$ cat src/hdl/rename_pkg.sv
package rename_pkg;

  ////////////////////////////////////////////////////////////
  // Rename group
  ////////////////////////////////////////////////////////////

  // Micro-ops renamed per cycle, slot 0 is the oldest
  localparam int rename_width = 2;

  ////////////////////////////////////////////////////////////
  // Architectural register space
  ////////////////////////////////////////////////////////////

  localparam int arch_reg_count = 32;

  // Index into the architectural register file
  localparam int arch_index_size = 5;

  ////////////////////////////////////////////////////////////
  // Physical register file
  ////////////////////////////////////////////////////////////

  // Register 0 is hardwired zero and never handed out
  localparam int prf_size = 64;

  localparam int prf_index_size = 6;

  // Wide enough to hold prf_size itself
  localparam int prf_count_size = 7;

endpackage

$ cat src/hdl/free_list.sv
`timescale 1ns/10ps

module free_list (
  input  logic                                                                 clock,
  input  logic                                                                 reset,
  input  logic                                                                 alloc_fire,
  input  logic                                                                 recover,
  input  logic [rename_pkg::prf_size-1:0]                                      recover_busy,
  input  logic                                                                 release_valid,
  input  logic [rename_pkg::prf_index_size-1:0]                                release_preg,
  input  logic [rename_pkg::rename_width-1:0]                                  alloc_req,
  output logic [rename_pkg::rename_width-1:0][rename_pkg::prf_index_size-1:0] alloc_preg,
  output logic                                                                 allocatable
);

  import rename_pkg::*;

  // Set while a register is mapped or still in flight
  logic [prf_size-1:0]       busy;
  logic [prf_count_size-1:0] free_count;

  logic [prf_size-1:0]       busy_next;
  logic [prf_count_size-1:0] free_count_next;
  logic [prf_size-1:0]       pick_mask;
  logic [prf_count_size-1:0] req_count;
  logic [prf_count_size-1:0] recover_free_count;
  logic                      found;

  ////////////////////////////////////////////////////////////
  // Request count and group admission
  ////////////////////////////////////////////////////////////

  always_comb begin
    req_count = '0;
    for (int s = 0; s < rename_width; s++) begin
      if (alloc_req[s]) begin
        req_count = req_count + 1'b1;
      end
    end
  end

  // All or nothing
  assign allocatable = (req_count <= free_count);

  ////////////////////////////////////////////////////////////
  // Lowest-free pick, in slot order
  ////////////////////////////////////////////////////////////

  always_comb begin
    pick_mask = ~busy;
    found     = 1'b0;
    for (int s = 0; s < rename_width; s++) begin
      alloc_preg[s] = '0;
      found         = 1'b0;
      if (alloc_req[s]) begin
        for (int p = 0; p < prf_size; p++) begin
          if (!found && pick_mask[p]) begin
            alloc_preg[s] = prf_index_size'(p);
            pick_mask[p]  = 1'b0;
            found         = 1'b1;
          end
        end
      end
    end
  end

  // Next busy vector and count
  always_comb begin
    busy_next       = busy;
    free_count_next = free_count;
    // Commit-side release is never held off by a stall
    if (release_valid) begin
      busy_next[release_preg] = 1'b0;
      free_count_next         = free_count_next + 1'b1;
    end
    if (alloc_fire) begin
      for (int s = 0; s < rename_width; s++) begin
        if (alloc_req[s]) begin
          busy_next[alloc_preg[s]] = 1'b1;
        end
      end
      free_count_next = free_count_next - req_count;
    end
  end

  // Free registers in the committed image
  always_comb begin
    recover_free_count = '0;
    for (int p = 0; p < prf_size; p++) begin
      if (!recover_busy[p]) begin
        recover_free_count = recover_free_count + 1'b1;
      end
    end
  end

  always_ff @(posedge clock) begin
    if (reset) begin
      busy       <= prf_size'(1);
      free_count <= prf_count_size'(prf_size - 1);
    end else if (recover) begin
      busy       <= recover_busy;
      free_count <= recover_free_count;
    end else begin
      busy       <= busy_next;
      free_count <= free_count_next;
    end
  end

  ////////////////////////////////////////////////////////////
  // Checks
  ////////////////////////////////////////////////////////////

  zero_reg_held: assert property (@(posedge clock) disable iff (reset) busy[0])
    else $error("physical register 0 marked free");

  release_of_busy: assert property (@(posedge clock) disable iff (reset)
    release_valid |-> busy[release_preg])
    else $error("released register %0d was already free", release_preg);

endmodule

$ cat src/hdl/rename_map_table.sv
`timescale 1ns/10ps

module rename_map_table (
  input  logic                                                                   clock,
  input  logic                                                                   reset,
  input  logic                                                                   stall,
  input  logic                                                                   recover,
  input  logic [rename_pkg::arch_reg_count-1:0][rename_pkg::prf_index_size-1:0] recover_map,
  input  logic [rename_pkg::rename_width-1:0]                                    rename_valid,
  input  logic [rename_pkg::rename_width-1:0][rename_pkg::arch_index_size-1:0]  src1_arch,
  input  logic [rename_pkg::rename_width-1:0][rename_pkg::arch_index_size-1:0]  src2_arch,
  input  logic [rename_pkg::rename_width-1:0][rename_pkg::arch_index_size-1:0]  dest_arch,
  input  logic [rename_pkg::rename_width-1:0][rename_pkg::prf_index_size-1:0]   alloc_preg,
  input  logic                                                                   allocatable,
  output logic [rename_pkg::rename_width-1:0]                                    alloc_req,
  output logic                                                                   alloc_fire,
  output logic [rename_pkg::rename_width-1:0][rename_pkg::prf_index_size-1:0]   src1_preg,
  output logic [rename_pkg::rename_width-1:0][rename_pkg::prf_index_size-1:0]   src2_preg,
  output logic [rename_pkg::rename_width-1:0][rename_pkg::prf_index_size-1:0]   dest_preg,
  output logic [rename_pkg::rename_width-1:0][rename_pkg::prf_index_size-1:0]   old_preg
);

  import rename_pkg::*;

  // Speculative map, entry 0 is never written
  logic [prf_index_size-1:0] spec_map [arch_reg_count];

  // Destination 0 takes no register
  always_comb begin
    for (int s = 0; s < rename_width; s++) begin
      alloc_req[s] = rename_valid[s] && (dest_arch[s] != '0);
    end
  end

  assign alloc_fire = allocatable && !stall;

  ////////////////////////////////////////////////////////////
  // Lookup with bypass from older slots
  ////////////////////////////////////////////////////////////

  always_comb begin
    for (int s = 0; s < rename_width; s++) begin
      src1_preg[s] = spec_map[src1_arch[s]];
      src2_preg[s] = spec_map[src2_arch[s]];
      old_preg[s]  = spec_map[dest_arch[s]];
      dest_preg[s] = alloc_req[s] ? alloc_preg[s] : '0;
      // Later older slot wins, so the newest write in the group is seen
      for (int j = 0; j < s; j++) begin
        if (alloc_req[j] && (dest_arch[j] == src1_arch[s])) begin
          src1_preg[s] = alloc_preg[j];
        end
        if (alloc_req[j] && (dest_arch[j] == src2_arch[s])) begin
          src2_preg[s] = alloc_preg[j];
        end
        if (alloc_req[j] && (dest_arch[j] == dest_arch[s])) begin
          old_preg[s] = alloc_preg[j];
        end
      end
    end
  end

  ////////////////////////////////////////////////////////////
  // Map update
  ////////////////////////////////////////////////////////////

  always_ff @(posedge clock) begin
    if (reset) begin
      for (int a = 0; a < arch_reg_count; a++) begin
        spec_map[a] <= '0;
      end
    end else if (recover) begin
      // Rename inputs of this cycle are dropped
      for (int a = 0; a < arch_reg_count; a++) begin
        spec_map[a] <= recover_map[a];
      end
    end else if (alloc_fire) begin
      // Younger slot written last on a shared destination
      for (int s = 0; s < rename_width; s++) begin
        if (alloc_req[s]) begin
          spec_map[dest_arch[s]] <= alloc_preg[s];
        end
      end
    end
  end

endmodule

$ cat src/hdl/committed_map_table.sv
`timescale 1ns/10ps

module committed_map_table (
  input  logic                                                                   clock,
  input  logic                                                                   reset,
  input  logic                                                                   recover,
  input  logic                                                                   commit_valid,
  input  logic [rename_pkg::arch_index_size-1:0]                                 commit_dest_arch,
  input  logic [rename_pkg::prf_index_size-1:0]                                  commit_preg,
  input  logic [rename_pkg::prf_index_size-1:0]                                  commit_old_preg,
  output logic                                                                   release_valid,
  output logic [rename_pkg::prf_index_size-1:0]                                  release_preg,
  output logic [rename_pkg::prf_size-1:0]                                        recover_busy,
  output logic [rename_pkg::arch_reg_count-1:0][rename_pkg::prf_index_size-1:0] recover_map
);

  import rename_pkg::*;

  // Retired state
  logic [prf_index_size-1:0] commit_map [arch_reg_count];
  logic [prf_size-1:0]       commit_busy;

  logic commit_write;

  // Zero destination never reaches the map
  assign commit_write = commit_valid && (commit_dest_arch != '0);

  // Old mapping goes back to the free list, except register 0
  assign release_valid = commit_valid && (commit_old_preg != '0);
  assign release_preg  = commit_old_preg;

  ////////////////////////////////////////////////////////////
  // Recovery image
  ////////////////////////////////////////////////////////////

  assign recover_busy = commit_busy;

  always_comb begin
    for (int a = 0; a < arch_reg_count; a++) begin
      recover_map[a] = commit_map[a];
    end
  end

  always_ff @(posedge clock) begin
    if (reset) begin
      for (int a = 0; a < arch_reg_count; a++) begin
        commit_map[a] <= '0;
      end
      commit_busy <= prf_size'(1);
    end else begin
      if (commit_write) begin
        commit_map[commit_dest_arch] <= commit_preg;
      end
      if (release_valid) begin
        commit_busy[commit_old_preg] <= 1'b0;
      end
      // New mapping set after the clear
      if (commit_write) begin
        commit_busy[commit_preg] <= 1'b1;
      end
    end
  end

  ////////////////////////////////////////////////////////////
  // Checks
  ////////////////////////////////////////////////////////////

  // Recovery image must be stable on the recover edge
  no_commit_on_recover: assert property (@(posedge clock) disable iff (reset)
    recover |-> !commit_valid)
    else $error("commit arrived in a recover cycle");

endmodule

$ cat src/hdl/rename_unit.sv
`timescale 1ns/10ps

module rename_unit (
  input  logic                                                                 clock,
  input  logic                                                                 reset,
  input  logic [rename_pkg::rename_width-1:0]                                  rename_valid,
  input  logic [rename_pkg::rename_width-1:0][rename_pkg::arch_index_size-1:0] src1_arch,
  input  logic [rename_pkg::rename_width-1:0][rename_pkg::arch_index_size-1:0] src2_arch,
  input  logic [rename_pkg::rename_width-1:0][rename_pkg::arch_index_size-1:0] dest_arch,
  input  logic                                                                 stall,
  input  logic                                                                 recover,
  output logic                                                                 ready,
  output logic [rename_pkg::rename_width-1:0][rename_pkg::prf_index_size-1:0]  src1_preg,
  output logic [rename_pkg::rename_width-1:0][rename_pkg::prf_index_size-1:0]  src2_preg,
  output logic [rename_pkg::rename_width-1:0][rename_pkg::prf_index_size-1:0]  dest_preg,
  output logic [rename_pkg::rename_width-1:0][rename_pkg::prf_index_size-1:0]  old_preg,
  input  logic                                                                 commit_valid,
  input  logic [rename_pkg::arch_index_size-1:0]                               commit_dest_arch,
  input  logic [rename_pkg::prf_index_size-1:0]                                commit_preg,
  input  logic [rename_pkg::prf_index_size-1:0]                                commit_old_preg
);

  import rename_pkg::*;

  // Map table to free list
  logic [rename_width-1:0]                      alloc_req;
  logic                                         alloc_fire;
  logic [rename_width-1:0][prf_index_size-1:0]  alloc_preg;

  // Committed side to both tables
  logic                                         release_valid;
  logic [prf_index_size-1:0]                    release_preg;
  logic [prf_size-1:0]                          recover_busy;
  logic [arch_reg_count-1:0][prf_index_size-1:0] recover_map;

  free_list free_list_inst (
    .clock         (clock),
    .reset         (reset),
    .alloc_fire    (alloc_fire),
    .recover       (recover),
    .recover_busy  (recover_busy),
    .release_valid (release_valid),
    .release_preg  (release_preg),
    .alloc_req     (alloc_req),
    .alloc_preg    (alloc_preg),
    .allocatable   (ready)
  );

  rename_map_table rename_map_table_inst (
    .clock        (clock),
    .reset        (reset),
    .stall        (stall),
    .recover      (recover),
    .recover_map  (recover_map),
    .rename_valid (rename_valid),
    .src1_arch    (src1_arch),
    .src2_arch    (src2_arch),
    .dest_arch    (dest_arch),
    .alloc_preg   (alloc_preg),
    .allocatable  (ready),
    .alloc_req    (alloc_req),
    .alloc_fire   (alloc_fire),
    .src1_preg    (src1_preg),
    .src2_preg    (src2_preg),
    .dest_preg    (dest_preg),
    .old_preg     (old_preg)
  );

  committed_map_table committed_map_table_inst (
    .clock            (clock),
    .reset            (reset),
    .recover          (recover),
    .commit_valid     (commit_valid),
    .commit_dest_arch (commit_dest_arch),
    .commit_preg      (commit_preg),
    .commit_old_preg  (commit_old_preg),
    .release_valid    (release_valid),
    .release_preg     (release_preg),
    .recover_busy     (recover_busy),
    .recover_map      (recover_map)
  );

endmodule

$ cat config.mk
export PLATFORM = sky130hd
export DESIGN_NAME = rename_unit
export DESIGN_NICKNAME = d
export VERILOG_FILES = /design/src/hdl/rename_pkg.sv /design/src/hdl/free_list.sv /design/src/hdl/rename_map_table.sv /design/src/hdl/committed_map_table.sv /design/src/hdl/rename_unit.sv
export SDC_FILE = /design/constraint.sdc
export NUM_CORES = 2
export LEC_CHECK = 0
export BUFFER_PORTS_ARGS = -buffer_cell sky130_fd_sc_hd__buf_4
export CAP_MARGIN = 25
export CORE_MARGIN = 4
export CORE_UTILIZATION = 50
export DETAILED_ROUTE_END_ITERATION = 8
export PLACE_DENSITY = 0.66
export SLEW_MARGIN = 10
export SYNTH_ARGS = -nofsm -noshare
export SYNTH_HDL_FRONTEND = slang
export SYNTH_SLANG_ARGS = --single-unit
$ cat constraint.sdc
create_clock -name clock -period 34.5 [get_ports clock]
set_clock_uncertainty 0.1 [all_clocks]
set_input_delay 3.45 -clock clock [delete_from_list [all_inputs] [get_ports clock]]
set_output_delay 3.45 -clock clock [all_outputs]
set_load 0.05 [all_outputs]
[Yosys cells after proc, flatten, opt, wreduce, memory -nomap -nowiden]
Memory sizes are Yosys's and may differ from the RTL's.
Index checks and enable logic that the tools add are counted.
Cells by class
  add/sub/neg operators: 66
  $lt $le $gt $ge: 9
  equal/unequal tests: 3
  multiplexer cells: 594
  bitwise logic cells: 39
  reductions and logical operators: 272
Operators with widths (count)
  two-way mux 64 bit: 10
  two-way mux 6 bit: 106
  two-way mux 7 bit: 67
  adder 7 x 1 -> 7 bit, second input constant: 63
  two-way mux 1 bit: 344
  OR 64 bit: 3
  two-way mux 5 bit: 35
  logical AND 1 bit: 138
  bitwise AND 64 bit: 2
  inverter 64 bit: 2
  logical NOT 1 bit: 127
  two-way mux 4 bit: 16
  OR 1 bit: 32
  less-than comparator 6 x 7 -> 1 bit, second input constant: 4
  demux 1 bit (select 6 bit): 4
  >= comparator 6 x 1 -> 1 bit, second input constant: 4
  two-way mux 3 bit: 8
  OR reduction 6 bit: 3
  == test 5 bit: 3
  nonzero test 5 bit: 3
  two-way mux 2 bit: 4
  less-or-equal comparator 7 bit: 1
  subtractor 7 bit: 1
  nonzero test 6 bit: 1
  adder 1 x 1 -> 2 bit, second input constant: 2
Word-level totals
  flip-flop bits (word level): 135
  bits in writable memories: 384
  input port bits: 54
  output and inout bits: 49
  logic and storage cells: 988
  memories: 2
Memory list
  committed_map_table_inst.commit_map: words 32, width 6, rd ports 32, clocked after Yosys merged registers in 0, write ports 32, line committed_map_table.sv:20  | logic [prf_index_size-1:0] commit_map [arch_reg_count];
  rename_map_table_inst.spec_map: words 32, width 6, rd ports 6, clocked after Yosys merged registers in 0, write ports 32, line rename_map_table.sv:26  | logic [prf_index_size-1:0] spec_map [arch_reg_count];

[Longest topological paths before layout]
  depth after elaboration: 517
  mapped depth: 185
  gate-level depth less buffers: 185

[By module]
Synthesis repeated with hierarchy kept, for this count alone.
Second synthesis, totals
  cell total of the unflattened synthesis: 5446
  area total of the unflattened synthesis: 49582.6 um2
Modules (own cells, without submodules)
  rename_map_table: times used 1, cells an instance 1785, area each 20170.6 um2, seq. area each 5765.5 um2
  free_list: times used 1, cells an instance 2869, area each 19427.4 um2, seq. area each 1421.4 um2
  committed_map_table: times used 1, cells an instance 792, area each 9984.6 um2, seq. area each 7046.8 um2

[Worst setup path before layout]
OpenSTA, ideal clock, no wires.
  kind: reg2reg
  from: reg committed_map_table_inst.commit_busy[0] (netlist: committed_map_table_inst.recover_busy[0])
  to: reg free_list_inst.free_count[6]
  library setup time: 131 ps
  arrival time: 31643 ps
  required time: 34269 ps
  setup slack: 2626 ps
  cell stages (with the launch flop): 184
  buffers on the path: 1
  period minus slack after synthesis: 31874 ps
  cells stage by stage: dfxtp_1 -> inv_1 -> ha_1 -> buf_6 -> xnor2_1 -> ha_1 -> xnor2_1 -> mux2i_1 -> xor2_1 -> mux2_2 -> ha_1 -> inv_1 -> o32a_1 -> and3_1 -> or3_1 -> nand2_1 -> ha_1 -> o21ai_0 -> [148 not listed] -> a31o_2 -> ha_1 -> mux2_2 -> ha_1 -> mux2_2 -> ha_1 -> mux2i_1 -> inv_1 -> ha_1 -> nor2_1 -> a21oi_1 -> ha_1 -> nor2b_1 -> nand2_1 -> nor3_1 -> o21ai_0 -> o221ai_1 -> o211ai_1
Between the ends
  word-level cells in the longest chain between the ends: 128
Ends and longest elaborated chain
  from (decl): line committed_map_table.sv:21  | logic [prf_size-1:0] commit_busy;
  from (signal assigned): line committed_map_table.sv:49  | commit_busy <= prf_size'(1);
  two-way mux 1 bit (*): line free_list.sv:90  | if (!recover_busy[p]) begin
  adder 1 x 1 -> 2 bit: line free_list.sv:91  | recover_free_count = recover_free_count + 1'b1;
  two-way mux 7 bit (*): line free_list.sv:90
  adder 7 x 1 -> 7 bit: line free_list.sv:91
  two-way mux 7 bit (*): line free_list.sv:90
  adder 7 x 1 -> 7 bit: line free_list.sv:91
  two-way mux 7 bit (*): line free_list.sv:90
  adder 7 x 1 -> 7 bit: line free_list.sv:91
  [112 not listed]
  two-way mux 7 bit (*): line free_list.sv:90
  adder 7 x 1 -> 7 bit: line free_list.sv:91
  two-way mux 7 bit (*): line free_list.sv:90
  adder 7 x 1 -> 7 bit: line free_list.sv:91
  two-way mux 7 bit (*): line free_list.sv:90
  adder 7 x 1 -> 7 bit: line free_list.sv:91
  two-way mux 7 bit (*): line free_list.sv:90
  two-way mux 7 bit (*): line free_list.sv:100  | end else if (recover) begin
  to (signal assigned): line free_list.sv:99  | free_count <= prf_count_size'(prf_size - 1);
  to (signal assigned): line free_list.sv:102  | free_count <= recover_free_count;
  to (signal assigned): line free_list.sv:105  | free_count <= free_count_next;
  to (decl): line free_list.sv:20  | logic [prf_count_size-1:0] free_count;
Every way passes the cells marked *; elsewhere a longest branch is shown, timed or not.
A chain may end at the register's enable or synchronous reset.

[Final worst setup path]
  from: reg committed_map_table_inst.commit_busy[0] (netlist: committed_map_table_inst.recover_busy[0])
  to: reg free_list_inst.free_count[4]
Same word-level chain as after synthesis.

==> results_dict.tcl <==
set metrics [dict create \
    fin_util_pct 54.1 \
    core_um2 94900 \
    critPathKind "register to register" \
    ys_ff_latch 519 \
    reg2reg_slack_ns 1.99 \
    wl_per_cell_um 27.3 \
    finalCritPeriodShare_pct 94.2 \
    yosysWarnings 0 \
    ios 103 \
    critPathRequiredTime_ns 34.92 \
    placed_cell_area_um2 49100 \
    synth-edff-count 384 \
    synthFlopType "edfxtp_1" \
    die_h_um 317 \
    firstDrtPassIters 6 \
    filler_cell_count 8525 \
    grt_pass1_wl_um 255000 \
    period_needed_ns 32.51 \
    grt_max_degree 97 \
    ys_seq_area_share_pct 29.8 \
    drt-total-wl_um 172000 \
    port_buffers 102 \
    maxSlewHeadroom_pct 25.6 \
    cts_buffer_depth 3 \
    hold_violations 0 \
    drive_above_1_share_pct 15.8 \
    cts_buffers 54 \
    synthDistinctLibCells 110 \
    cap_viol_max_count 0 \
    path_max_fanout 7 \
    final_cell_area_um2 51300 \
    layout_commonest_cell "nor2_1" \
    synth.cell_area_um2 47800 \
    cts_sinks 519 \
    holdWs_ns 0.409 \
    drt_iter0_markers 5775 \
    place.gp.congestion 1.08 \
    cp_common_cell "ha_1" \
    clkTransAtPathRegs_ns 0.06 \
    holdBufCountCts 0 \
    rows 113 \
    fmax_mhz 30.8 \
    syn2layout_area_growth_pct 7.33 \
    grt_pass1_vias 39800 \
    start_kind "register" \
    num-nets-final 5129 \
    hold_path.class "register to register" \
    rr_worst_depth 184 \
    async_flop_share_pct 0 \
    root_buffer "clkbuf_16" \
    fin_cells 6323 \
    slowest_delay_ns 0.39 \
    cts_tree "done" \
    vias 43100 \
    die_x_um 317 \
    r2r_start "committed_map_table_inst.recover_busy[0]$_SDFF_PP1_" \
    worst_pin_slew_ns 1.12 \
    arrival_ns 32.94 \
    outcome "finished clean" \
    min_from "committed_map_table_inst.recover_busy[1]$_SDFF_PP0_" \
    start_util_pct 50.4 \
    grt_use_total_pct 33.6 \
    h-tree-depth 2 \
    setup_viol 0 \
    critPathCaptureType "register" \
    placed_cells 6191 \
    post-route-drc-count 0 \
    r2r-end "free_list_inst.free_count[4]$_SDFF_PP1_" \
    syn_inst 5175 \
    slowest_stage "or3_1" \
    holdPathStages 2 \
    grt_antenna_before_repair 13 \
    ant_nets 0 \
    routed_via_density 6.81 \
    avgSynthCellArea_um2 9.24 \
    grt-ovfl-total 0 \
    hpwl_um 123000 \
    clock_latency_ns 0.63 \
    holdPathEnd "committed_map_table_inst.recover_busy[1]$_SDFF_PP0_" \
    finalMaxSlewViolations 0 \
    final_cell_mix "nor2_1 (589), a21oi_1 (404), nand2_1 (395)" \
    die-area_um2 101000 \
]
## metrics by stage
| step | TNS, ns | worst slack (ns) |
|---|---|---|
| after floorplan | 0 | 2.63 |
| after global placement | 0 | 0.635 |
| after detailed placement | -1.15 | -0.491 |
| after CTS | 0 | 0.0610 |
| after global routing | -1.72 | -0.492 |
| final | 0 | 1.99 |
## cell type report
class	instances	area (um^2)	share of cell area [%]
flip-flops and latches	519	14200	27.7
repair buffers	180	1370	2.67
well taps	1265	1580	3.08
inverters	151	573	1.12
clock buffers	71	1530	2.98
multi-input cells	4097	31700	61.9
clock inverters	31	255	0.497
diodes	9	22.5	0.0439
## critical path: cells and delay by family (launching register included)
kind / cells / cell delay (ns)
compound gates: 58 / 8.67
simple gates: 46 / 5.54
buf+inv: 4 / 0.28
flops: 1 / 0.35
xor+xnor: 30 / 4.88
fa+ha+maj: 34 / 9.58
mux: 12 / 2.96
## cells in the mapped netlist, drive strengths merged, types with 73 or more instances
master / n / area share [%]
nor2: 593 / 4.7
a21oi: 415 / 4.4
nand2: 396 / 3.1
edfxtp: 384 / 24
clkbuf: 342 / 2.7
mux4: 336 / 16
o21ai: 323 / 3.4
xnor2: 262 / 5.6
and2: 225 / 2.9
a22oi: 165 / 2.6
nand3: 157 / 1.6
inv: 147 / 1.2
dfxtp: 135 / 5.7
xor2: 117 / 2.3
nor2b: 92 / 1.2
a31oi: 73 / 1.0
## sequential cells by signal (all words and copies together), names as in the netlist
register / cells
free_list_inst.free_count: 7
free_list_inst.busy: 64
committed_map_table_inst.recover_busy: 64
committed_map_table_inst.commit_map: 192
rename_map_table_inst.spec_map: 192
## worst max path at each step
| stage | start | end | slack [ns] |
|---|---|---|---|
| finish | committed_map_table_inst.recover_busy[0]$_SDFF_PP1_ | free_list_inst.free_count[4]$_SDFF_PP1_ | 1.99 |
| floorplan | committed_map_table_inst.recover_busy[0]$_SDFF_PP1_ | free_list_inst.free_count[6]$_SDFF_PP0_ | 2.63 |
| detailed placement | committed_map_table_inst.recover_busy[0]$_SDFF_PP1_ | free_list_inst.free_count[6]$_SDFF_PP0_ | -0.49 |
| global route | committed_map_table_inst.recover_busy[0]$_SDFF_PP1_ | free_list_inst.free_count[6]$_SDFF_PP0_ | -0.49 |
| CTS | committed_map_table_inst.recover_busy[0]$_SDFF_PP1_ | free_list_inst.free_count[6]$_SDFF_PP0_ | 0.06 |
| global placement | committed_map_table_inst.recover_busy[0]$_SDFF_PP1_ | free_list_inst.free_count[6]$_SDFF_PP0_ | 0.63 |
## per-layer routing
metal | wire length [um] | share of wire (%) | global-route usage, %
met1 | 63300 | 37 | 42.8
met2 | 78900 | 46 | 53.4
met3 | 19200 | 11 | 7.57
met4 | 11000 | 6.4 | 18.2
met5 | 74 | 0.043 | 0
## kinds of logic (layout without fill, tap and decap cells)
| group | count (synthesis) | after routing | synth area share [%] |
|---|---|---|---|
| compound gates | 1340 | 1340 | 17.6 |
| fa+ha+maj | 87 | 87 | 2.21 |
| buf+inv | 564 | 433 | 4.54 |
| simple gates | 1849 | 1849 | 18.9 |
| xor+xnor | 418 | 418 | 9.77 |
| flops | 519 | 519 | 29.8 |
| mux | 397 | 397 | 17.2 |
| other cells | 1 | 15 | 0.00784 |
## timing repair
item / 4_1_cts / 5_1_grt
pin swaps: 0 / 24
buffers inserted: 0 / 19
gates resized for setup: 8 / 55
setup endpoints to repair: 6 / 6
Power is left out: the tool's default activity adds up to more than one toggle a clock period on the data nets, which glitch-free logic cannot reach.
